**src/include/cache_macros.svh**
```systemverilog
// ##########################################################
// Cache geometry and bus widths for the two-way data cache
// ##########################################################
`ifndef CACHE_MACROS_SVH
`define CACHE_MACROS_SVH

// Geometry
`define CACHE_WAYS 2
`define CACHE_SETS 256
`define INDEX_W    8
`define TAG_W      20
`define OFFSET_W   4
`define BANKS      4

// Data path
`define WORD_W     32
`define STRB_W     4

// Replacement
`define LFSR_SEED  3'b111

`endif

```
**src/cache_pkg.sv**
```systemverilog
// ##########################################################
// Address, tag and line types of the data cache
// ##########################################################
`default_nettype none
`include "cache_macros.svh"

package cache_pkg;

    typedef logic [`TAG_W-1:0]   tag_t;
    typedef logic [`INDEX_W-1:0] index_t;
    typedef logic [`WORD_W-1:0]  word_t;
    typedef word_t [`BANKS-1:0]  line_t;   // Bank 0 sits in the low word

    typedef struct packed {
        tag_t       tag;
        index_t     index;
        logic [1:0] bank;       // Word within the line
        logic [1:0] byte_off;
    } addr_fields_t;

    // Same 32 bits seen as fields in the cache and as a flat bus address
    typedef union packed {
        addr_fields_t f;
        logic [31:0]  flat;
    } cache_addr_u;

endpackage

`default_nettype wire

```
**src/bus_pkg.sv**
```systemverilog
// ##########################################################
// CPU operation and bus request encodings
// ##########################################################
`default_nettype none

package bus_pkg;

    typedef enum logic {
        READ  = 1'b0,
        WRITE = 1'b1
    } op_e;

    // Shared by rd_type and wr_type
    typedef enum logic [2:0] {
        BYTE  = 3'b000,
        HALF  = 3'b001,
        WORD  = 3'b010,
        BLOCK = 3'b100
    } req_type_e;

endpackage

`default_nettype wire

```
**src/miss_ctrl.sv**
```systemverilog
// ##########################################################
// Miss handling with victim choice, write-back and line refill
// ##########################################################
`default_nettype none
`include "cache_macros.svh"

module miss_ctrl (
    input  wire                                 clk,
    input  wire                                 resetn,
    input  wire                                 miss_start,
    input  wire cache_pkg::cache_addr_u         req_addr,
    input  wire bus_pkg::op_e                   req_op,
    input  wire [`STRB_W-1:0]                   req_wstrb,
    input  wire cache_pkg::word_t               req_wdata,
    input  wire cache_pkg::tag_t [`CACHE_WAYS-1:0]  way_tag,
    input  wire [`CACHE_WAYS-1:0]               way_valid,
    input  wire [`CACHE_WAYS-1:0]               way_dirty,
    input  wire cache_pkg::line_t [`CACHE_WAYS-1:0] way_line,
    output logic                                rd_req,
    output bus_pkg::req_type_e                  rd_type,
    output logic [31:0]                         rd_addr,
    input  wire                                 rd_rdy,
    input  wire                                 ret_valid,
    input  wire                                 ret_last,
    input  wire cache_pkg::word_t               ret_data,
    output logic                                wr_req,
    output bus_pkg::req_type_e                  wr_type,
    output logic [31:0]                         wr_addr,
    output logic [`STRB_W-1:0]                  wr_wstrb,
    output cache_pkg::line_t                    wr_data,
    input  wire                                 wr_rdy,
    output logic                                fill_en,
    output logic                                fill_way,
    output cache_pkg::index_t                   fill_index,
    output cache_pkg::tag_t                     fill_tag,
    output logic                                fill_dirty,
    output logic                                refill_wr_en,
    output logic                                refill_wr_way,
    output cache_pkg::index_t                   refill_wr_index,
    output logic [1:0]                          refill_wr_bank,
    output logic [`STRB_W-1:0]                  refill_wr_strb,
    output cache_pkg::word_t                    refill_wr_word,
    output logic                                refill_data_ok,
    output cache_pkg::word_t                    refill_word,
    output logic                                miss_done
);

    typedef enum logic [1:0] {
        ST_IDLE,
        ST_MISS,        // Victim write-back
        ST_REPLACE,     // Line read request
        ST_REFILL
    } state_e;

    state_e                 state;
    logic [2:0]             lfsr;
    logic                   victim_q;
    logic                   victim;
    logic                   victim_dirty;
    logic                   miss_exit;
    logic [1:0]             beat_cnt;
    logic                   beat;
    logic                   crit_beat;
    cache_pkg::word_t       merged_word;
    cache_pkg::cache_addr_u line_addr;
    cache_pkg::cache_addr_u victim_addr;

    assign victim       = (state == ST_MISS) ? lfsr[0] : victim_q;
    assign victim_dirty = way_valid[victim] && way_dirty[victim];
    assign miss_exit    = (state == ST_MISS) && (wr_rdy || !victim_dirty);
    assign beat         = (state == ST_REFILL) && ret_valid;
    assign crit_beat    = beat && (beat_cnt == req_addr.f.bank);

    always_ff @(posedge clk) begin
        if (!resetn) begin
            state    <= ST_IDLE;
            lfsr     <= `LFSR_SEED;
            victim_q <= 1'b0;
            beat_cnt <= 2'd0;
        end else begin
            case (state)
                ST_IDLE:    if (miss_start) state <= ST_MISS;
                ST_MISS:    if (miss_exit) state <= ST_REPLACE;
                ST_REPLACE: if (rd_rdy) state <= ST_REFILL;
                ST_REFILL:  if (ret_valid && ret_last) state <= ST_IDLE;
                default:    state <= ST_IDLE;
            endcase
            if (miss_exit) begin
                victim_q <= lfsr[0];
            end
            if (state == ST_REPLACE) begin
                beat_cnt <= 2'd0;
            end else if (beat) begin
                beat_cnt <= beat_cnt + 2'd1;    // Gaps simply stall the count
            end
            if (beat && ret_last) begin
                lfsr <= {lfsr[1:0], lfsr[2] ^ lfsr[1]};   // Period 7 sequence
            end
        end
    end

    // On a write miss the store data lands in the critical word as it arrives
    always_comb begin
        merged_word = ret_data;
        if (req_op == bus_pkg::WRITE && beat_cnt == req_addr.f.bank) begin
            for (int i = 0; i < `STRB_W; i++) begin
                if (req_wstrb[i]) begin
                    merged_word[i*8 +: 8] = req_wdata[i*8 +: 8];
                end
            end
        end
    end

    always_comb begin
        line_addr            = req_addr;
        line_addr.f.bank     = 2'd0;
        line_addr.f.byte_off = 2'd0;
        victim_addr          = line_addr;
        victim_addr.f.tag    = way_tag[victim];
    end

    assign rd_req  = (state == ST_REPLACE);
    assign rd_type = bus_pkg::BLOCK;
    assign rd_addr = line_addr.flat;

    assign wr_req   = (state == ST_MISS) && victim_dirty;
    assign wr_type  = bus_pkg::BLOCK;
    assign wr_addr  = victim_addr.flat;
    assign wr_wstrb = '1;
    assign wr_data  = way_line[victim];

    // Tag goes in with the critical word
    assign fill_en    = crit_beat;
    assign fill_way   = victim;
    assign fill_index = req_addr.f.index;
    assign fill_tag   = req_addr.f.tag;
    assign fill_dirty = (req_op == bus_pkg::WRITE);

    assign refill_wr_en    = beat;
    assign refill_wr_way   = victim;
    assign refill_wr_index = req_addr.f.index;
    assign refill_wr_bank  = beat_cnt;
    assign refill_wr_strb  = '1;
    assign refill_wr_word  = merged_word;

    assign refill_data_ok = crit_beat && (req_op == bus_pkg::READ);
    assign refill_word    = merged_word;
    assign miss_done      = beat && ret_last;

endmodule

`default_nettype wire

```
**config.mk**
```make
export PLATFORM = sky130hd
export DESIGN_NAME = miss_ctrl
export DESIGN_NICKNAME = d
export VERILOG_FILES = /design/src/cache_pkg.sv /design/src/bus_pkg.sv /design/src/miss_ctrl.sv
export VERILOG_INCLUDE_DIRS = /design/src /design/src/include
export SDC_FILE = /design/constraint.sdc
export NUM_CORES = 1
export LEC_CHECK = 0
export BUFFER_PORTS_ARGS = -buffer_cell sky130_fd_sc_hd__buf_2
export CAP_MARGIN = 20
export CORE_AREA = 5 5 275 277
export DETAILED_ROUTE_END_ITERATION = 8
export DIE_AREA = 0 0 280 282
export SETUP_SLACK_MARGIN = 0.15
export SKIP_CTS_REPAIR_TIMING = 1
export SYNTH_ARGS = -nofsm -noshare
export SYNTH_HDL_FRONTEND = slang
export SYNTH_SLANG_ARGS = --single-unit
```
**constraint.sdc**
```tcl
create_clock -name clk -period 4 [get_ports clk]
set_input_delay 0.4 -clock clk [delete_from_list [all_inputs] [get_ports clk]]
set_output_delay 0.4 -clock clk [all_outputs]
set_load 0.02 [all_outputs]
```
After elaboration in Yosys (flattened, before gate mapping). Cells that the tools add are included.

Register bits: 8. Bits of input ports: 408. Output and inout port bits: 317. Logic and storage cells: 50.

Add/subtract/negate cells: 1. Order comparisons: 1. Equal/unequal tests: 8. Mux-type cells: 19. Bitwise operators: 3. Reductions and logical operators: 14.

Operator list (number): 128-bit two-way mux (2); 20-bit two-way mux (2); 32-bit two-way mux (1); 8-bit two-way mux (4); 1-bit logical AND (9); 2-bit two-way mux (4); 2-bit one-hot mux with 4 select lines (1); 1-bit two-way mux (5); 2-bit equality test, second input constant (2); 2-bit by 1-bit inequality test with 1-bit output, second input constant (2); 2-bit inequality test, second input constant (2); 4-bit AND reduction (1); 2-bit by 1-bit adder with 2-bit output, second input constant (1); 2-bit by 1-bit equality test with 1-bit output, second input constant (1); 2-bit equality test (1); 2-bit logical NOT (1); 1-bit by 2-bit less-than comparator with 1-bit output, second input constant (1); 1-bit inverter (2); 2-bit OR reduction (1); 1-bit logical NOT (1); 1-bit logical OR (1); 1-bit XOR (1).

Longest topological paths before layout.
Depth after elaboration: 10. Gate-level depth with buffers: 7. Mapped depth without buffers: 6.

Least setup slack after synthesis. No wires, ideal clock.

Path type: reg-to-output. From: register state[1]. To: output refill_data_ok. Arrival: 1.959 ns. Data required time: 3.600 ns. Path slack: 1.641 ns. Stages on the path, launching flop included: 6. Buffers on the path: 1. Cell sequence: dfxtp_1 -> ha_1 -> and2_1 -> clkbuf_1 -> nor3b_1 -> nor2b_1.

Longest elaborated chain between the ends: 4.

RTL lines: from (decl) (line miss_ctrl.sv:55) `state_e state;`; from (signal assigned) (line miss_ctrl.sv:76) `state <= ST_IDLE;`; from (signal assigned) (line miss_ctrl.sv:82) `ST_IDLE: if (miss_start) state <= ST_MISS;`; from (signal assigned) (line miss_ctrl.sv:83) `ST_MISS: if (miss_exit) state <= ST_REPLACE;`; 2-bit equality test (line miss_ctrl.sv:71) `assign beat = (state == ST_REFILL) && ret_valid;`; 1-bit logical AND (line miss_ctrl.sv:71); via refill_wr_en (line miss_ctrl.sv:37) `output logic refill_wr_en,`; 1-bit logical AND (line miss_ctrl.sv:72) `assign crit_beat = beat && (beat_cnt == req_addr.f.bank);`; via fill_en (line miss_ctrl.sv:32) `output logic fill_en,`; 1-bit logical AND (line miss_ctrl.sv:146) `assign refill_data_ok = crit_beat && (req_op == bus_pkg::READ);`; to (decl) (line miss_ctrl.sv:43) `output logic refill_data_ok,`.

The timed path passes the listed nets, and every way through them passes these cells.

==> results.yml <==
status:
  status: "finished, final reports clean"
setup_path:
  critPathCapture: "wr_data[122]"
  ff2ff_setup_slack_ns: 1.78
  r2r_end: "victim_q$_SDFFE_PN0P_"
  r2r_start: "state[1]$_SDFFE_PN0P_"
  r2r_cells: 7
  crit_required_ns: 3.60
  cp-start-kind: "flip-flop"
  critPathKind: "flip-flop to primary output"
  cp.arrival_ns: 2.68
  cp_max_fo: 45
  cp-end-kind: "primary output"
  startpoint: "state[1]$_SDFFE_PN0P_"
floorplan:
  rows: 99
  die_h_um: 282
  ios: 725
  core_region_area_mm2: 0.0726
  initial_core_util_pct: 5.04
  die_area_mm2: 0.0790
  die_x_um: 280
placed_design:
  port_buffers: 600
  place_congestion: 0.833
  hpwl_mm: 41.6
cells_and_area:
  final_common_cell: "buf_2"
  fill_cells: 8524
  final_cell_mix: "buf_2 (600), mux2_2 (178), conb_1 (22)"
  nets: 1294
  area_growth_pct: 93.4
  drive_above_1_share_pct: 91.0
sta:
  rsz0062_at_grt: "false"
  setup_viol_count_final: 0
  report.final.slew_viol_count: 0
  skew_ns: 0.000965
  hold_viol: 0
  fmax_mhz: 325
  period_needed_ns: 3.08
  tightestPinTransition_ns: 0.827
  whs_ns: 0.438
  fin_crit_sh_pct: 77.0
  fin_setup_tns_ns: 0
  maxSlewHeadroom_pct: 43.7
clock_tree:
  clock_latency_ns: 0.23
  cts_inserted_buffers: 3
  cts_htree_levels: 1
  cts_tree: "done"
  cts.sinks: 8
  clockBufferDepth: 2
  cts_root_buf: "clkbuf_16"
  clkSlewWorstSetupHoldPaths_ns: 0.04
power_and_ir_drop:
  clockPowerShare_pct: 3.3
  p_per_area_mw_per_mm2: 728
  ir_drop_v: 0.000401
  p_leak_nw: 3.56
  p_sw_share_pct: 61.8
  intPower_mw: 1.97
  seq_power_share_pct: 2.2
  p_switching_mw: 3.18
  combPwrFrac_pct: 94.6
global_route:
  grt-ovfl-total: 0
  grtUsageTotal_pct: 9.95
  antenna_found_initial: 29
  grt_max_degree: 46
  grt_pass1_vias: 4936
  grt_pass1_wl_mm: 51.0
synth:
  yosysUniqueCellTypes: 31
  synth-seq-cells: 8
  synth_ff_type: "dfxtp_1"
  async_reset_ff_share_pct: 0
  netlist_area_mm2: 0.00366
  synth_cells: 391
  synth-edff-count: 0
  post_synth.cell_area_avg_um2: 9.36
  yosysSeqAreaShare_pct: 4.38
  ys_warn_count: 0
min_path:
  holdCritPathClass: "primary input to flip-flop"
detailed_routing:
  wl_mm: 43.2
  drt_iter0_drc: 97
  drt-vias-per-instance: 2.64
  vias: 4879
  dr.pass1.iters: 4
  ant_nets: 0
  wl_per_cell_um: 23.4
  drc: 0
run:
  maxCapViolations: 0
per-stage QoR:
| stage | setup WS, ns | utilization (%) | instance area, um2 | power (mW) | cells |
|---|---|---|---|---|---|
| 2_1_floorplan | 1.64 | - | 3730 | 2.99 | 411 |
| 3_3_place_gp | 1.14 | 9.62 | 6980 | 5.22 | 1835 |
| 3_5_place_dp | 1.11 | 9.62 | 6980 | 5.22 | 1835 |
| 4_1_cts | 0.859 | 9.72 | 7060 | 5.41 | 1838 |
| 5_1_grt | 0.763 | 9.74 | 7070 | 5.48 | 1845 |
| 6_report | 0.921 | 9.75 | 7080 | 5.15 | 1847 |
sequential cells by signal (all words and copies together), names as in the netlist:
name	flops
lfsr	3
refill_wr_bank	2
state	2
victim_q	1
synthesized netlist by cell type, types with 2 or more instances:
master | count | share of area, %
inv_1 | 8 | 0.82
mux2_2 | 178 | 55
xnor2_1 | 2 | 0.48
nand2_2 | 4 | 0.68
nand2_1 | 11 | 1.1
ha_1 | 5 | 1.7
buf_4 | 138 | 28
nor2_1 | 3 | 0.31
buf_2 | 6 | 0.82
mux2_4 | 2 | 0.82
xor2_1 | 3 | 0.72
conb_1 | 2 | 0.21
mux2i_1 | 4 | 1.1
dfxtp_1 | 8 | 4.4
logic make-up after synthesis:
logic type,Yosys count,synth area share (%)
simple gates,25,3.69
fa+ha+maj,5,1.71
mux,185,57.1
flops,8,4.38
xor+xnor,5,1.20
other cells,2,0.205
buf+inv,154,30.2
compound gates,7,1.61
routing by layer:
metal	routed length, um	global-route usage [%]	vias up
met1	17900	12.4	2105
met5	27	0	-
met2	20900	17.9	523
met3	3620	2.14	48
met4	748	1.56	4
li1	-	-	2199
worst min-delay path by stage:
stage                          startpoint               endpoint  slack [ns]  cells after the start
finish                             resetn   lfsr[2]$_SDFFE_PN1P_        0.44                      2
global placement    victim_q$_SDFFE_PN0P_  victim_q$_SDFFE_PN0P_        0.48                      2
floorplan           victim_q$_SDFFE_PN0P_  victim_q$_SDFFE_PN0P_        0.45                      2
global route                       resetn   lfsr[2]$_SDFFE_PN1P_        0.45                      2
CTS                                resetn   lfsr[1]$_SDFFE_PN1P_        0.44                      2
detailed placement   lfsr[2]$_SDFFE_PN1P_   lfsr[2]$_SDFFE_PN1P_        0.49                      2
power by group through the flow:
| stage | sequential [mW] | clock (mW) | combinational (mW) |
|---|---|---|---|
| floorplan | 0.111 | 0 | 2.88 |
| global route | 0.115 | 0.176 | 5.19 |
| CTS | 0.113 | 0.171 | 5.13 |
| finish | 0.113 | 0.168 | 4.87 |
| detailed placement | 0.114 | 0 | 5.11 |
| global placement | 0.114 | 0 | 5.11 |
final cells by class:
cell class	count	area [um2]	area share, %
Clock buffer	3	75.1	1.06
Tap cell	959	1200	17.0
Antenna cell	9	22.5	0.318
Multi-Input combinational cell	249	2480	35.0
Timing Repair Buffer	611	3110	43.9
Sequential cell	8	160	2.26
Inverter	8	30.0	0.424
critical path, stage by stage, from the launching register on:
cell and delay, ns:
dfxtp_1 0.33, inv_1 0.11, ha_1 0.28, mux2i_4 0.74, buf_12 0.32, mux2_2 0.43, buf_2 0.19
Power figures use the tool's default switching activity.
