===== src/include/cache_macros.svh =====
// ##########################################################
// Cache geometry and bus widths for the two-way data cache
// ##########################################################
`ifndef CACHE_MACROS_SVH
`define CACHE_MACROS_SVH

// Geometry
`define CACHE_WAYS 2
`define CACHE_SETS 256
`define INDEX_W    8
`define TAG_W      20
`define OFFSET_W   4
`define BANKS      4

// Data path
`define WORD_W     32
`define STRB_W     4

// Replacement
`define LFSR_SEED  3'b111

`endif


===== src/cache_pkg.sv =====
// ##########################################################
// Address, tag and line types of the data cache
// ##########################################################
`default_nettype none
`include "cache_macros.svh"

package cache_pkg;

    typedef logic [`TAG_W-1:0]   tag_t;
    typedef logic [`INDEX_W-1:0] index_t;
    typedef logic [`WORD_W-1:0]  word_t;
    typedef word_t [`BANKS-1:0]  line_t;   // Bank 0 sits in the low word

    typedef struct packed {
        tag_t       tag;
        index_t     index;
        logic [1:0] bank;       // Word within the line
        logic [1:0] byte_off;
    } addr_fields_t;

    // Same 32 bits seen as fields in the cache and as a flat bus address
    typedef union packed {
        addr_fields_t f;
        logic [31:0]  flat;
    } cache_addr_u;

endpackage

`default_nettype wire


===== src/bus_pkg.sv =====
// ##########################################################
// CPU operation and bus request encodings
// ##########################################################
`default_nettype none

package bus_pkg;

    typedef enum logic {
        READ  = 1'b0,
        WRITE = 1'b1
    } op_e;

    // Shared by rd_type and wr_type
    typedef enum logic [2:0] {
        BYTE  = 3'b000,
        HALF  = 3'b001,
        WORD  = 3'b010,
        BLOCK = 3'b100
    } req_type_e;

endpackage

`default_nettype wire


===== src/lookup_stage.sv =====
// ##########################################################
// Lookup stage with request buffer, hit compare and CPU response
// ##########################################################
`default_nettype none
`include "cache_macros.svh"

module lookup_stage (
    input  wire                                 clk,
    input  wire                                 resetn,
    input  wire                                 valid,
    input  wire bus_pkg::op_e                   op,
    input  wire cache_pkg::index_t              index,
    input  wire cache_pkg::tag_t                tag,
    input  wire [`OFFSET_W-1:0]                 offset,
    input  wire [`STRB_W-1:0]                   wstrb,
    input  wire cache_pkg::word_t               wdata,
    output logic                                addr_ok,
    output logic                                data_ok,
    output cache_pkg::word_t                    rdata,
    output logic                                rd_en,
    output cache_pkg::index_t                   rd_index,
    input  wire cache_pkg::tag_t [`CACHE_WAYS-1:0]  way_tag,
    input  wire [`CACHE_WAYS-1:0]               way_valid,
    input  wire cache_pkg::line_t [`CACHE_WAYS-1:0] way_line,
    output logic                                mark_en,
    output logic                                mark_way,
    output cache_pkg::index_t                   mark_index,
    output logic                                hit_wr_en,
    output logic                                hit_wr_way,
    output logic [1:0]                          hit_wr_bank,
    output logic [`STRB_W-1:0]                  hit_wr_strb,
    output cache_pkg::word_t                    hit_wr_word,
    output logic                                miss_start,
    output cache_pkg::cache_addr_u              req_addr,
    output bus_pkg::op_e                        req_op,
    output logic [`STRB_W-1:0]                  req_wstrb,
    output cache_pkg::word_t                    req_wdata,
    input  wire                                 refill_data_ok,
    input  wire cache_pkg::word_t               refill_word,
    input  wire                                 miss_done
);

    typedef enum logic [1:0] {
        ST_IDLE,
        ST_LOOKUP,
        ST_WAIT     // Miss handled by miss_ctrl
    } state_e;

    state_e                 state;
    logic                   accept;
    logic                   in_lookup;
    logic [`CACHE_WAYS-1:0] way_hit;
    logic                   hit;
    logic                   hit_way;
    logic                   write_hit;

    assign accept    = (state == ST_IDLE) && valid;
    assign in_lookup = (state == ST_LOOKUP);

    always_comb begin
        for (int w = 0; w < `CACHE_WAYS; w++) begin
            way_hit[w] = way_valid[w] && (way_tag[w] == req_addr.f.tag);
        end
    end

    assign hit       = |way_hit;
    assign hit_way   = way_hit[1];
    assign write_hit = in_lookup && hit && (req_op == bus_pkg::WRITE);

    always_ff @(posedge clk) begin
        if (!resetn) begin
            state <= ST_IDLE;
        end else begin
            case (state)
                ST_IDLE:   if (valid) state <= ST_LOOKUP;
                ST_LOOKUP: state <= hit ? ST_IDLE : ST_WAIT;
                ST_WAIT:   if (miss_done) state <= ST_IDLE;
                default:   state <= ST_IDLE;
            endcase
        end
    end

    // Held for the whole miss
    always_ff @(posedge clk) begin
        if (accept) begin
            req_addr.flat <= {tag, index, offset};
            req_op        <= op;
            req_wstrb     <= wstrb;
            req_wdata     <= wdata;
        end
    end

    // Store read goes out on the accept edge
    assign addr_ok  = (state == ST_IDLE);
    assign rd_en    = accept;
    assign rd_index = index;

    // Writes are answered at once even on a miss
    assign data_ok = (in_lookup && (hit || req_op == bus_pkg::WRITE)) || refill_data_ok;
    assign rdata   = in_lookup ? way_line[hit_way][req_addr.f.bank] : refill_word;

    assign hit_wr_en   = write_hit;
    assign hit_wr_way  = hit_way;
    assign hit_wr_bank = req_addr.f.bank;
    assign hit_wr_strb = req_wstrb;
    assign hit_wr_word = req_wdata;

    assign mark_en    = write_hit;
    assign mark_way   = hit_way;
    assign mark_index = req_addr.f.index;   // Also the hit write index

    assign miss_start = in_lookup && !hit;

endmodule

`default_nettype wire


===== config.mk =====
export PLATFORM = sky130hd
export DESIGN_NAME = lookup_stage
export DESIGN_NICKNAME = d
export VERILOG_FILES = /design/src/cache_pkg.sv /design/src/bus_pkg.sv /design/src/lookup_stage.sv
export VERILOG_INCLUDE_DIRS = /design/src /design/src/include
export SDC_FILE = /design/constraint.sdc
export NUM_CORES = 1
export LEC_CHECK = 0
export BUFFER_PORTS_ARGS = -buffer_cell sky130_fd_sc_hd__buf_4
export CAP_MARGIN = 20
export CORE_AREA = 2 2 222 224
export CTS_CLUSTER_SIZE = 28
export DETAILED_ROUTE_END_ITERATION = 7
export DIE_AREA = 0 0 224 226
export PLACE_DENSITY_LB_ADDON = 0.08
export SLEW_MARGIN = 20
export SYNTH_ARGS = -nofsm -noshare
export SYNTH_HDL_FRONTEND = slang
export SYNTH_SLANG_ARGS = --single-unit

===== constraint.sdc =====
create_clock -name clk -period 4.85 [get_ports clk]
set_input_delay 0.2425 -clock clk [delete_from_list [all_inputs] [get_ports clk]]
set_output_delay 0.2425 -clock clk [all_outputs]
set_load 0.05 [all_outputs]

[Yosys cells after proc, flatten, opt, wreduce, memory -nomap -nowiden]
Cells that the tools add are included.
Word-level totals
  register bits: 71
  latch bits: 0
  RAM bits: 0
  bits in read-only memories: 0
  bits of input ports: 404
  output and inout bits: 163
  logic and storage cells: 35
  memories: 0
Cells by class
  $add $sub $neg: 0
  multiply operators: 0
  divide/modulo/power cells: 0
  $lt $le $gt $ge: 2
  equality and inequality tests: 6
  shift-type cells: 0
  multiplexer cells: 9
  bitwise logic cells: 0
  reductions and logical operators: 13
Operators by type and width (count)
  128-bit 2-to-1 mux: 2
  32-bit binary-select mux with 2-bit select: 1
  32-bit 2-to-1 mux: 2
  20-bit equality test: 2
  1-bit logical AND: 7
  2-bit 2-to-1 mux: 3
  2-bit case mux with 3 select lines: 1
  2-bit != test (second input constant): 2
  2-bit by 3-bit < comparator with 1-bit output (second input constant): 1
  2-bit by 1-bit equality test with 1-bit output (second input constant): 1
  2-bit equality test (second input constant): 1
  2-bit zero test: 1
  1-bit logical OR: 2
  1-bit by 2-bit < comparator with 1-bit output (second input constant): 1
  2-bit AND reduction: 1
  2-bit OR reduction: 1
  1-bit zero test: 1

[Logic depth before layout (Yosys ltp)]
Gate-level depths: netlist of the first run.
  depth after elaboration: 7
  depth in mapped cells: 9
  depth with buffers taken out: 6

[Least setup slack after synthesis of the first run]
Ideal clock, no wire load.
  path kind: register to register
  start point: register state[1]
  end point: register req_wstrb[0], in the netlist hit_wr_strb[0] (enable)
  setup time: 451 ps
  arrival: 3087 ps
  required time: 4399 ps
  path slack: 1312 ps
  cell stages (with the launch flop): 3
  path buffers: 0
  period minus slack after synthesis: 3538 ps
  path through: dfxtp_1 -> nor2_1 -> and2_1
Between the ends
  longest elaborated chain between the ends: 2
RTL lines
  from (decl): RTL line lookup_stage.sv:49  | state_e state;
  from (signal assigned): RTL line lookup_stage.sv:76  | ST_LOOKUP: state <= hit ? ST_IDLE : ST_WAIT;
  2-bit zero test
  named net addr_ok: RTL line lookup_stage.sv:17  | output logic addr_ok,
  1-bit logical AND: RTL line lookup_stage.sv:57  | assign accept = (state == ST_IDLE) && valid;
  named net rd_en: RTL line lookup_stage.sv:20  | output logic rd_en,
  to (signal assigned): RTL line lookup_stage.sv:88  | req_wstrb <= wstrb;
  to (decl): RTL line lookup_stage.sv:36  | output logic [`STRB_W-1:0] req_wstrb,
The timed path passes the listed nets, and every way through them passes these cells.
A chain may end at the register's enable or synchronous reset.

[Worst setup path after layout of the first run]
  start point: register req_addr[22] in the netlist's numbering
  end point: output rdata[20]
Between the ends
  longest elaborated chain between the ends: 7
RTL lines
  from (decl): RTL line lookup_stage.sv:34  | output cache_pkg::cache_addr_u req_addr,
  20-bit equality test: RTL line lookup_stage.sv:62  | way_hit[w] = way_valid[w] && (way_tag[w] == req_addr.f.tag);
  1-bit logical AND: RTL line lookup_stage.sv:62
  128-bit 2-to-1 mux (not written as such) (2 in series): RTL line lookup_stage.sv:100  | assign rdata = in_lookup ? way_line[hit_way][req_addr.f.bank] : refill_word;
  32-bit binary-select mux with 2-bit select: RTL line lookup_stage.sv:100
  32-bit 2-to-1 mux (not written as such): RTL line lookup_stage.sv:100
  32-bit 2-to-1 mux: RTL line lookup_stage.sv:100
  to (decl): RTL line lookup_stage.sv:19  | output cache_pkg::word_t rdata,
No other way between the ends. The select of a mux whose other input is x is not followed.

==> run_results.csv, run 1 <==
group,metric,value,unit
die,rows,81,
power_and_ir_drop,p_per_area,235,nW/µm²
min_path,hold_class,"in2reg",
global_route,met3_usage,5.26,%
die,die_y,226,µm
routing,detail_route.wl_per_cell,21.9,µm
clocking,cts_max_level,3,
sta,rsz0062_at_grt,"false",
routing,route.vias.total,6518,
power_and_ir_drop,power_leakage,4.79,nW
die,core,48300,µm²
clocking,insertion_delay,0.35,ns
global_route,gr-usage-met1,14.6,%
critical_path,worst_ep_arrival_time,3.52,ns
final_layout,most-common-layout-cells,"buf_4, edfxtp_1, nand4_1, nand2b_1, and2_1",
yosys,synthTopCellsByArea,"edfxtp_1, mux4_2, buf_4",
placed_design,placed_area,10400,µm²
sta,tns,0,ns
routing,wl,36.2,mm
run,maxCapViolCount,0,
critical_path,critPathMaxFanout,32,
global_route,antenna_found_initial,7,
yosys,seq_area_frac_synth,36.1,%
sta,slew_headroom,40.3,%
final_layout,synthToLayoutAreaGrowth,82.7,%
yosys,syn_inst,544,
yosys,avgSynthCellArea,10.7,µm²
power_and_ir_drop,p_seq_share,30.2,%
die,io_pins,567,
final_layout,final_util,22.1,%
die,start_util,12.1,%
power_and_ir_drop,power.internal,0.00162,W
die,die_w,224,µm
yosys,syn_area,5840,µm²
critical_path,crit_type,"reg2out",
clocking,cts_tree,"done",
yosys,yosysTopAreaCellShare,35.5,%
global_route,grt_overflow,0,
sta,worst_pin_slew,0.895,ns
placed_design,dp_cells,1634,
routing,avgViaCountPerCell,3.95,
clocking,cts_setup_buffers,0,
sta,max_freq,265,MHz
final_layout,stdcell_count,1651,
yosys,async_reset_ff_share,0,%
sta,fin_crit,3.77,ns
clocking,cts_resized,0,
sta,hold_viol_final,0,
yosys,synth-edff-count,69,
final_layout,layout-drive-gt1-share,61.0,%
final_layout,final_area,10700,µm²
clocking,clockBufferDepth,2,
global_route,grt_first_pass_wirelength,48.4,mm
yosys,ys_warn_count,0,
clocking,clk_pin_slew,0.06,ns
critical_path,critPathCaptureType,"primary output",
placed_design,io_buffers,566,
placed_design,place.gp.congestion,0.734,
final_layout,final_nets,1427,
sta,slew_violations,0,
die,die-area,50600,µm²
sta,setup_viol,0,
final_layout,final_common_cell,"buf_4",
yosys,synth_ff_type,"edfxtp_1",
yosys,synth_nets,948,
yosys,synth_cell_types,33,
routing,ant_nets,0,
power_and_ir_drop,combPwrFrac,40.2,%
power_and_ir_drop,switching_share,35.6,%
power_and_ir_drop,power.share.clock,29.5,%
critical_path,startpoint_type,"flop",
global_route,first_global_vias,6731,
status,run_status,"complete, no violations",
global_route,grt_start_max_net_pins,163,
sta,clock_skew,0.00817,ns
routing,drc,0,
placed_design,dp_hpwl,29.6,mm
clocking,cts_hold_buf,0,
global_route,use_met2,24.4,%
global_route,busiest_layer,"met2",
power_and_ir_drop,power.switching,0.000894,W
sta,period_share,77.7,%
global_route,grtUsageTotal,13.4,%
routing,drt_pass1_iterations,6,
power_and_ir_drop,vdd_drop_max,0.183,mV
clocking,cts.sinks,71,
critical_path,cp.required,4.61,ns
routing,drtIter0Drc,289,
clocking,cts_made_buffers,9,
yosys,yosys.area.top_type,"edfxtp_1",
clocking,root_buffer,"clkbuf_16",
yosys,synth_seq_cells,71,
power groups by stage:
stage | Sequential, W | Clock, W | Combinational [W]
3_3_place_gp | 0.000774 | 0 | 0.00103
5_1_grt | 0.000765 | 0.000790 | 0.00106
6_report | 0.000759 | 0.000742 | 0.00101
2_1_floorplan | 0.000897 | 0 | 0.000450
3_5_place_dp | 0.000772 | 0 | 0.00102
4_1_cts | 0.000761 | 0.000774 | 0.00103
stage by stage:
step	power, W	setup WS [ns]	hold slack [ns]
floorplan	0.00135	1.31	0.341
global placement	0.00180	1.40	0.421
detailed placement	0.00180	1.37	0.422
CTS	0.00256	0.966	0.0427
global route	0.00262	0.903	0.0442
finish	0.00251	1.08	0.0647
final timing paths:
kind	from	endpoint	slack, ns	depth (start not counted)
max	req_addr[22]	rdata[20]	1.08	8
min	wdata[12]	hit_wr_word[12]	0.06	1
max reg2reg	req_addr[22]	state[1]	2.08	7
min reg2reg	state[0]	state[1]	0.62	2
critical path: stages, from the launching register on:
cell and delay (ns):
edfxtp_1 0.43, xor2_1 0.22, or4b_1 0.55, nor4_2 0.37
nand4b_4 0.12, buf_4 0.32, mux4_2 0.53, a211o_1 0.35
buf_4 0.21
layer usage:
layer | share of wire (%) | routed length, µm | vias to the layer above
met5 | 0.15 | 54 | -
li1 | - | - | 3026
met2 | 51 | 18400 | 353
met3 | 9.9 | 3590 | 29
met4 | 1.2 | 434 | 8
met1 | 38 | 13700 | 3102
flip-flops by register name (all words and copies together), names as in the netlist:
register and count:
req_addr 32, hit_wr_word 32, req_op 1, state 2, hit_wr_strb 4
layout make-up:
class	count	area, µm²
flip-flops and latches	71	2110
diodes	1	2.50
repair buffers	575	4340
clock inverters	7	96.3
fillers	5317	37700
well taps	622	778
multi-input cells	366	3120
clock buffers	9	225
cells by family (layout without fill, tap and decap cells):
logic type / count (synthesis) / count (layout) / share of synthesized area [%]
simple gates: 195 / 195 / 21.1
buf+inv: 107 / 591 / 10.9
mux: 32 / 32 / 12.5
other cells: 0 / 1 / 0
xor+xnor: 40 / 40 / 6.00
flops: 71 / 71 / 36.1
compound gates: 99 / 99 / 13.4
cell usage after synthesis, types with 6 or more instances:
cell type	count
and2_1	35
xnor2_1	13
clkbuf_1	43
buf_4	56
edfxtp_1	69
a211o_1	32
a31oi_1	32
nand2_1	33
nand2b_1	35
mux4_2	30
nor4_1	6
nand4_1	37
nand4b_1	32
xor2_1	27
a22o_1	32
(Power assumes the default switching activity.)
==> run 2, diff against run 1 <==
--- a/config.mk
+++ b/config.mk
@@ -8,10 +8,10 @@
 export LEC_CHECK = 0
 export BUFFER_PORTS_ARGS = -buffer_cell sky130_fd_sc_hd__buf_4
 export CAP_MARGIN = 20
-export CORE_AREA = 2 2 222 224
+export CORE_AREA = 2 2 217 219
 export CTS_CLUSTER_SIZE = 28
 export DETAILED_ROUTE_END_ITERATION = 7
-export DIE_AREA = 0 0 224 226
+export DIE_AREA = 0 0 219 221
 export PLACE_DENSITY_LB_ADDON = 0.08
 export SLEW_MARGIN = 20
 export SYNTH_ARGS = -nofsm -noshare
==> constraint.sdc (replaced) <==
create_clock -name clk -period 3.74 [get_ports clk]
set_input_delay 0.187 -clock clk [delete_from_list [all_inputs] [get_ports clk]]
set_output_delay 0.187 -clock clk [all_outputs]
set_load 0.05 [all_outputs]
==> run 2 against run 1 <==
Effect of this change: power rose by 29%; global-route usage grew 1.3 points; register-to-register slack worse by 0.90 ns; critical endpoint is now rdata[1]; flip-flop and latch count unchanged; die area shrank 4.4%; combinational power grew 36%; first-iteration DRC count up 19%; count of clock-buffer cells in the layout up 1; routed wire length rose by 3.3%; clock skew hardly changed.
==> run_results.csv, run 2 (synthesized netlist as in run 1, its figures left out) <==
group,metric,value,unit
critical_path,worst_ep_arrival_time,3.35,ns
routing,ant_nets,0,
critical_path,reg2reg_to,"state[1]",
clocking,clockBufferDepth,2,
routing,drtIter0Drc,344,
critical_path,startpoint_type,"flop",
min_path,hold_class,"in2reg",
sta,period_share,94.7,%
final_layout,final_nets,1496,
power_and_ir_drop,vdd_drop_max,0.281,mV
clocking,root_buffer,"clkbuf_16",
die,core,46100,µm²
final_layout,num-fill-cells,5084,
sta,worst_pin_slew,1.08,ns
routing,drt_pass1_iterations,6,
min_path,whs_path_depth,1,
sta,slew_headroom,28.0,%
power_and_ir_drop,power.switching,0.00117,W
sta,hold_viol_final,0,
sta,fin_crit,3.54,ns
placed_design,placed_area,10400,µm²
routing,route.vias.total,6788,
clocking,cts_tree,"done",
power_and_ir_drop,power.share.clock,27.3,%
final_layout,final_util,24.6,%
final_layout,most-common-layout-cells,"buf_4, edfxtp_1, dlygate4sd3_1, nand4_1, nand2b_1",
global_route,first_global_vias,7103,
power_and_ir_drop,p_seq_share,30.5,%
die,die_w,219,µm
sta,tns,0,ns
final_layout,final_area,11300,µm²
die,die_y,221,µm
die,start_util,12.7,%
power_and_ir_drop,power.total,0.00325,W
sta,slew_violations,0,
routing,wl,37.4,mm
power_and_ir_drop,combPwrFrac,42.2,%
critical_path,rr_startpoint,"req_addr[22]",
critical_path,critPathCaptureType,"primary output",
sta,rsz0062_at_grt,"false",
placed_design,dp_hpwl,31.4,mm
sta,fin_ws,0.198,ns
global_route,grt_overflow,0,
global_route,grt_first_pass_wirelength,50.7,mm
clocking,cts_resized,0,
min_path,hp-start,"index[7]",
min_path,holdPathEnd,"req_addr[11]",
run,maxCapViolCount,0,
routing,detail_route.wl_per_cell,21.9,µm
global_route,grt_start_max_net_pins,57,
critical_path,critPathMaxFanout,32,
global_route,grtUsageTotal,14.6,%
global_route,antenna_found_initial,7,
critical_path,crit_type,"reg2out",
placed_design,place.gp.congestion,0.771,
power_and_ir_drop,power.internal,0.00208,W
final_layout,final_common_cell,"buf_4",
die,die-area,48400,µm²
sta,setup_viol,0,
die,io_pins,567,
critical_path,ff2ff_path_depth,7,
critical_path,startpoint,"req_addr[16]",
placed_design,io_buffers,566,
power_and_ir_drop,p_per_area,286,nW/µm²
clocking,clk_pin_slew,0.05,ns
clocking,cts.sinks,71,
die,rows,79,
clocking,cts_max_level,3,
power_and_ir_drop,switching_share,36.0,%
clocking,cts_made_buffers,9,
critical_path,r2r_slack,1.18,ns
critical_path,cp.required,3.55,ns
clocking,cts_setup_buffers,0,
final_layout,synthToLayoutAreaGrowth,93.9,%
routing,avgViaCountPerCell,3.98,
routing,drc,0,
final_layout,layout-drive-gt1-share,58.0,%
power_and_ir_drop,power_leakage,5.08,nW
sta,clock_skew,0.00859,ns
sta,max_freq,282,MHz
status,run_status,"complete, no violations",
placed_design,place_ws,0.513,ns
clocking,insertion_delay,0.36,ns
[run 2: cell types whose count changed in the layout (fill, tap and decap cells not counted)]
| cell | before | now |
|---|---|---|
| clkinv_2 | 2 | 1 |
| clkbuf_1 | 0 | 1 |
| buf_12 | 2 | 4 |
| buf_4 | 573 | 581 |
| clkinv_4 | 2 | 1 |
| dlygate4sd3_1 | 0 | 59 |
| diode_2 | 1 | 3 |
| clkinvlp_4 | 0 | 1 |
| bufinv_16 | 2 | 1 |
| inv_6 | 1 | 2 |
[run 2: timing repair]
action	CTS	global route
endpoints found under the setup margin	0	0
hold buffers	59	0
endpoints found under the hold margin	59	0
[run 2: worst max-delay path by stage]
stage                                end  slack [ns]  depth (start not counted)
final                           rdata[1]        0.20                          8
after global placement          rdata[0]        0.54                          8
after global routing            rdata[7]       0.006                          9
after floorplan           hit_wr_strb[0]        0.20                          2
after detailed placement        rdata[2]        0.51                          8
after CTS                       rdata[6]        0.11                          8
[run 2: final cells by class]
cell class                 instances  area, µm²  area share [%]
timing repair buffer             644       5030            44.4
clock inverter                     6       68.8           0.607
clock buffer                      10        229            2.02
multi-input combinational        366       3120            27.5
antenna                            3       7.51          0.0663
tap                              607        759            6.70
sequential                        71       2110            18.6
[run 2: power by group through the flow]
stage                     Sequential, W  Combinational [W]  Clock (W)
after floorplan                 0.00116           0.000584          0
after global placement          0.00101            0.00134          0
after detailed placement        0.00101            0.00134          0
after CTS                      0.000993            0.00139   0.000929
after global routing           0.000998            0.00144   0.000954
final                          0.000990            0.00137   0.000885
[run 2: layer usage]
metal / wire (µm) / global-route usage (%) / vias up
met5: 33 / 0 / -
met3: 4310 / 6.25 / 24
li1: - / - / 3167
met2: 19800 / 27.5 / 382
met1: 12600 / 14.6 / 3209
met4: 612 / 3.81 / 6
[run 2: critical path, cell delays in order, from the launching register on]
cell and delay [ns]:
edfxtp_1 0.44, xnor2_1 0.32, or4b_1 0.48, nor4_2 0.37
nand4b_4 0.15, buf_12 0.23, mux4_2 0.46, a211o_1 0.31
buf_4 0.20
[run 2: per-stage QoR]
| step | hold slack, ns | cells |
|---|---|---|
| 2_1_floorplan | 0.286 | 544 |
| 4_1_cts | 0.00234 | 1704 |
| 3_3_place_gp | 0.366 | 1629 |
| 6_report | 0.0312 | 1707 |
| 3_5_place_dp | 0.367 | 1629 |
| 5_1_grt | 0.0130 | 1706 |
==> run 3, diff against run 2 <==
--- a/config.mk
+++ b/config.mk
@@ -12,7 +12,7 @@
 export CTS_CLUSTER_SIZE = 28
 export DETAILED_ROUTE_END_ITERATION = 7
 export DIE_AREA = 0 0 219 221
-export PLACE_DENSITY_LB_ADDON = 0.08
+export PLACE_DENSITY = 0.4
 export SLEW_MARGIN = 20
 export SYNTH_ARGS = -nofsm -noshare
 export SYNTH_HDL_FRONTEND = slang
==> run 3 against run 2 <==
Effect of this change: routed wire length is 3.2% lower; global-route usage is 0.57 points lower; power is 0.51% higher; largest cell class unchanged; utilization is 0.30 points lower; critical path type unchanged; clock skew is 0.0029 ns lower; critical path depth stayed put; first-iteration DRC count is 9.3% lower; non-clock buffer count is 16 lower; die area stayed put; count of clock-buffer cells in the layout is 1 lower; final area is 1.2% lower; combinational power hardly changed.
==> run_results.csv, run 3 (synthesized netlist as in run 1, its figures left out) <==
group,metric,value,unit
sta,rsz0062_at_grt,"false",
min_path,hold_class,"in2reg",
routing,drt_pass1_iterations,4,
critical_path,r2r_slack,1.11,ns
critical_path,path_buf_inv,2,
final_layout,final_common_cell,"buf_4",
critical_path,cp_common_cell,"buf_4",
power_and_ir_drop,power_leakage,5.02,nW
critical_path,crit_family,"simple AND/OR/NAND/NOR gates",
global_route,antenna_found_initial,9,
run,maxCapViolCount,0,
die,die-area,48400,µm²
global_route,grt_start_max_net_pins,134,
placed_design,place_ws,0.464,ns
status,run_status,"complete, no violations",
final_layout,final_nets,1480,
clocking,cts_made_buffers,9,
clocking,cts.sinks,71,
global_route,grt_overflow,0,
global_route,grtUsageTotal,14.1,%
sta,clock_skew,0.00572,ns
routing,drtIter0Drc,312,
routing,ant_nets,0,
critical_path,critPathCaptureType,"primary output",
global_route,first_global_vias,7048,
sta,setup_viol,0,
sta,hold_viol_final,0,
critical_path,worst_path_largest_cell_delay,0.59,ns
die,core,46100,µm²
sta,worst_pin_slew,0.897,ns
critical_path,crit_type,"reg2out",
final_layout,synthToLayoutAreaGrowth,91.5,%
final_layout,most-common-layout-cells,"buf_4, edfxtp_1, dlygate4sd3_1, nand4_1",
routing,detail_route.wl_per_cell,21.4,µm
die,start_util,12.7,%
clocking,cts_max_level,3,
critical_path,startpoint_type,"flop",
clocking,clockBufferDepth,2,
die,die_y,221,µm
critical_path,cp_cell_sequence,"xor2_1 > or4b_1 > nor4_4 > nand4b_4 > buf_4 > mux4_2 > a211o_1 > buf_4",
power_and_ir_drop,vdd_drop_max,0.284,mV
global_route,grt_first_pass_wirelength,48.8,mm
clocking,clk_pin_slew,0.07,ns
sta,slew_headroom,40.2,%
routing,drc,0,
sta,period_share,96.2,%
clocking,insertion_delay,0.35,ns
routing,route.vias.total,6775,
sta,whs,0.0139,ns
placed_design,dp_hpwl,30.0,mm
final_layout,layout-drive-gt1-share,58.7,%
critical_path,slowest_stage,"or4b_1",
sta,max_freq,278,MHz
power_and_ir_drop,p_per_area,291,nW/µm²
routing,wl,36.2,mm
die,die_w,219,µm
sta,fin_ws,0.144,ns
critical_path,worst_ep_arrival_time,3.41,ns
sta,tns,0,ns
critical_path,critPathMaxFanout,17,
placed_design,place.gp.congestion,0.776,
routing,avgViaCountPerCell,4.01,
die,rows,79,
sta,slew_violations,0,
clocking,root_buffer,"clkbuf_16",
critical_path,cp.required,3.55,ns
die,io_pins,567,
clocking,cts_tree,"done",
placed_design,io_buffers,566,
sta,fin_crit,3.60,ns
clocking,cts_setup_buffers,0,
run 3: cell type report:
class / count / area [µm²]
fillers: 5047 / 34900
repair buffers: 628 / 4880
multi-input cells: 366 / 3140
flip-flops and latches: 71 / 2110
well taps: 607 / 759
clock buffers: 9 / 225
clock inverters: 7 / 77.6
diodes: 1 / 2.50
run 3: power breakdown:
| group | leakage [nW] | switching, W | internal [W] |
|---|---|---|---|
| Combinational | 4.20 | 0.000758 | 0.000603 |
| Clock | 0.149 | 0.000386 | 0.000525 |
| Sequential | 0.677 | 0.0000489 | 0.000941 |
run 3: worst register-to-register path, cell delays in order (launching register included):
cell and delay (ns):
edfxtp_1 0.45, xor2_1 0.20, or4_1 0.58, nor4_4 0.35
buf_12 0.24, o2bb2ai_1 0.32, nor2_1 0.16, o21a_1 0.21
run 3: per-layer routing:
layer	track usage [%]	vias up	wire length, µm	share of wire [%]
met4	2.92	6	425	1.2
met1	15.6	3243	13400	37
li1	-	3136	-	-
met2	27.1	359	19400	54
met5	0	-	43	0.12
met3	3.11	31	2870	7.9
run 3: timing repair:
action | CTS | global route
setup endpoints to repair | 0 | 11
resized for setup | 0 | 1
hold buffers | 45 | 0
endpoints found under the hold margin | 45 | 0
run 3: path summary, 6_finish.rpt:
path,start,cells after the start,end
max,req_addr[22],8,rdata[22]
min,wdata[4],1,hit_wr_word[4]
max reg2reg,req_addr[22],7,state[1]
min reg2reg,state[0],2,state[1]
run 3: through the flow:
stage / total power (W) / cells / util, % / instance area, µm²
2_1_floorplan: 0.00175 / 544 / - / 5840
3_3_place_gp: 0.00234 / 1627 / 22.6 / 10400
3_5_place_dp: 0.00234 / 1627 / 22.6 / 10400
4_1_cts: 0.00330 / 1688 / 24.3 / 11200
5_1_grt: 0.00339 / 1689 / 24.3 / 11200
6_report: 0.00326 / 1689 / 24.3 / 11200
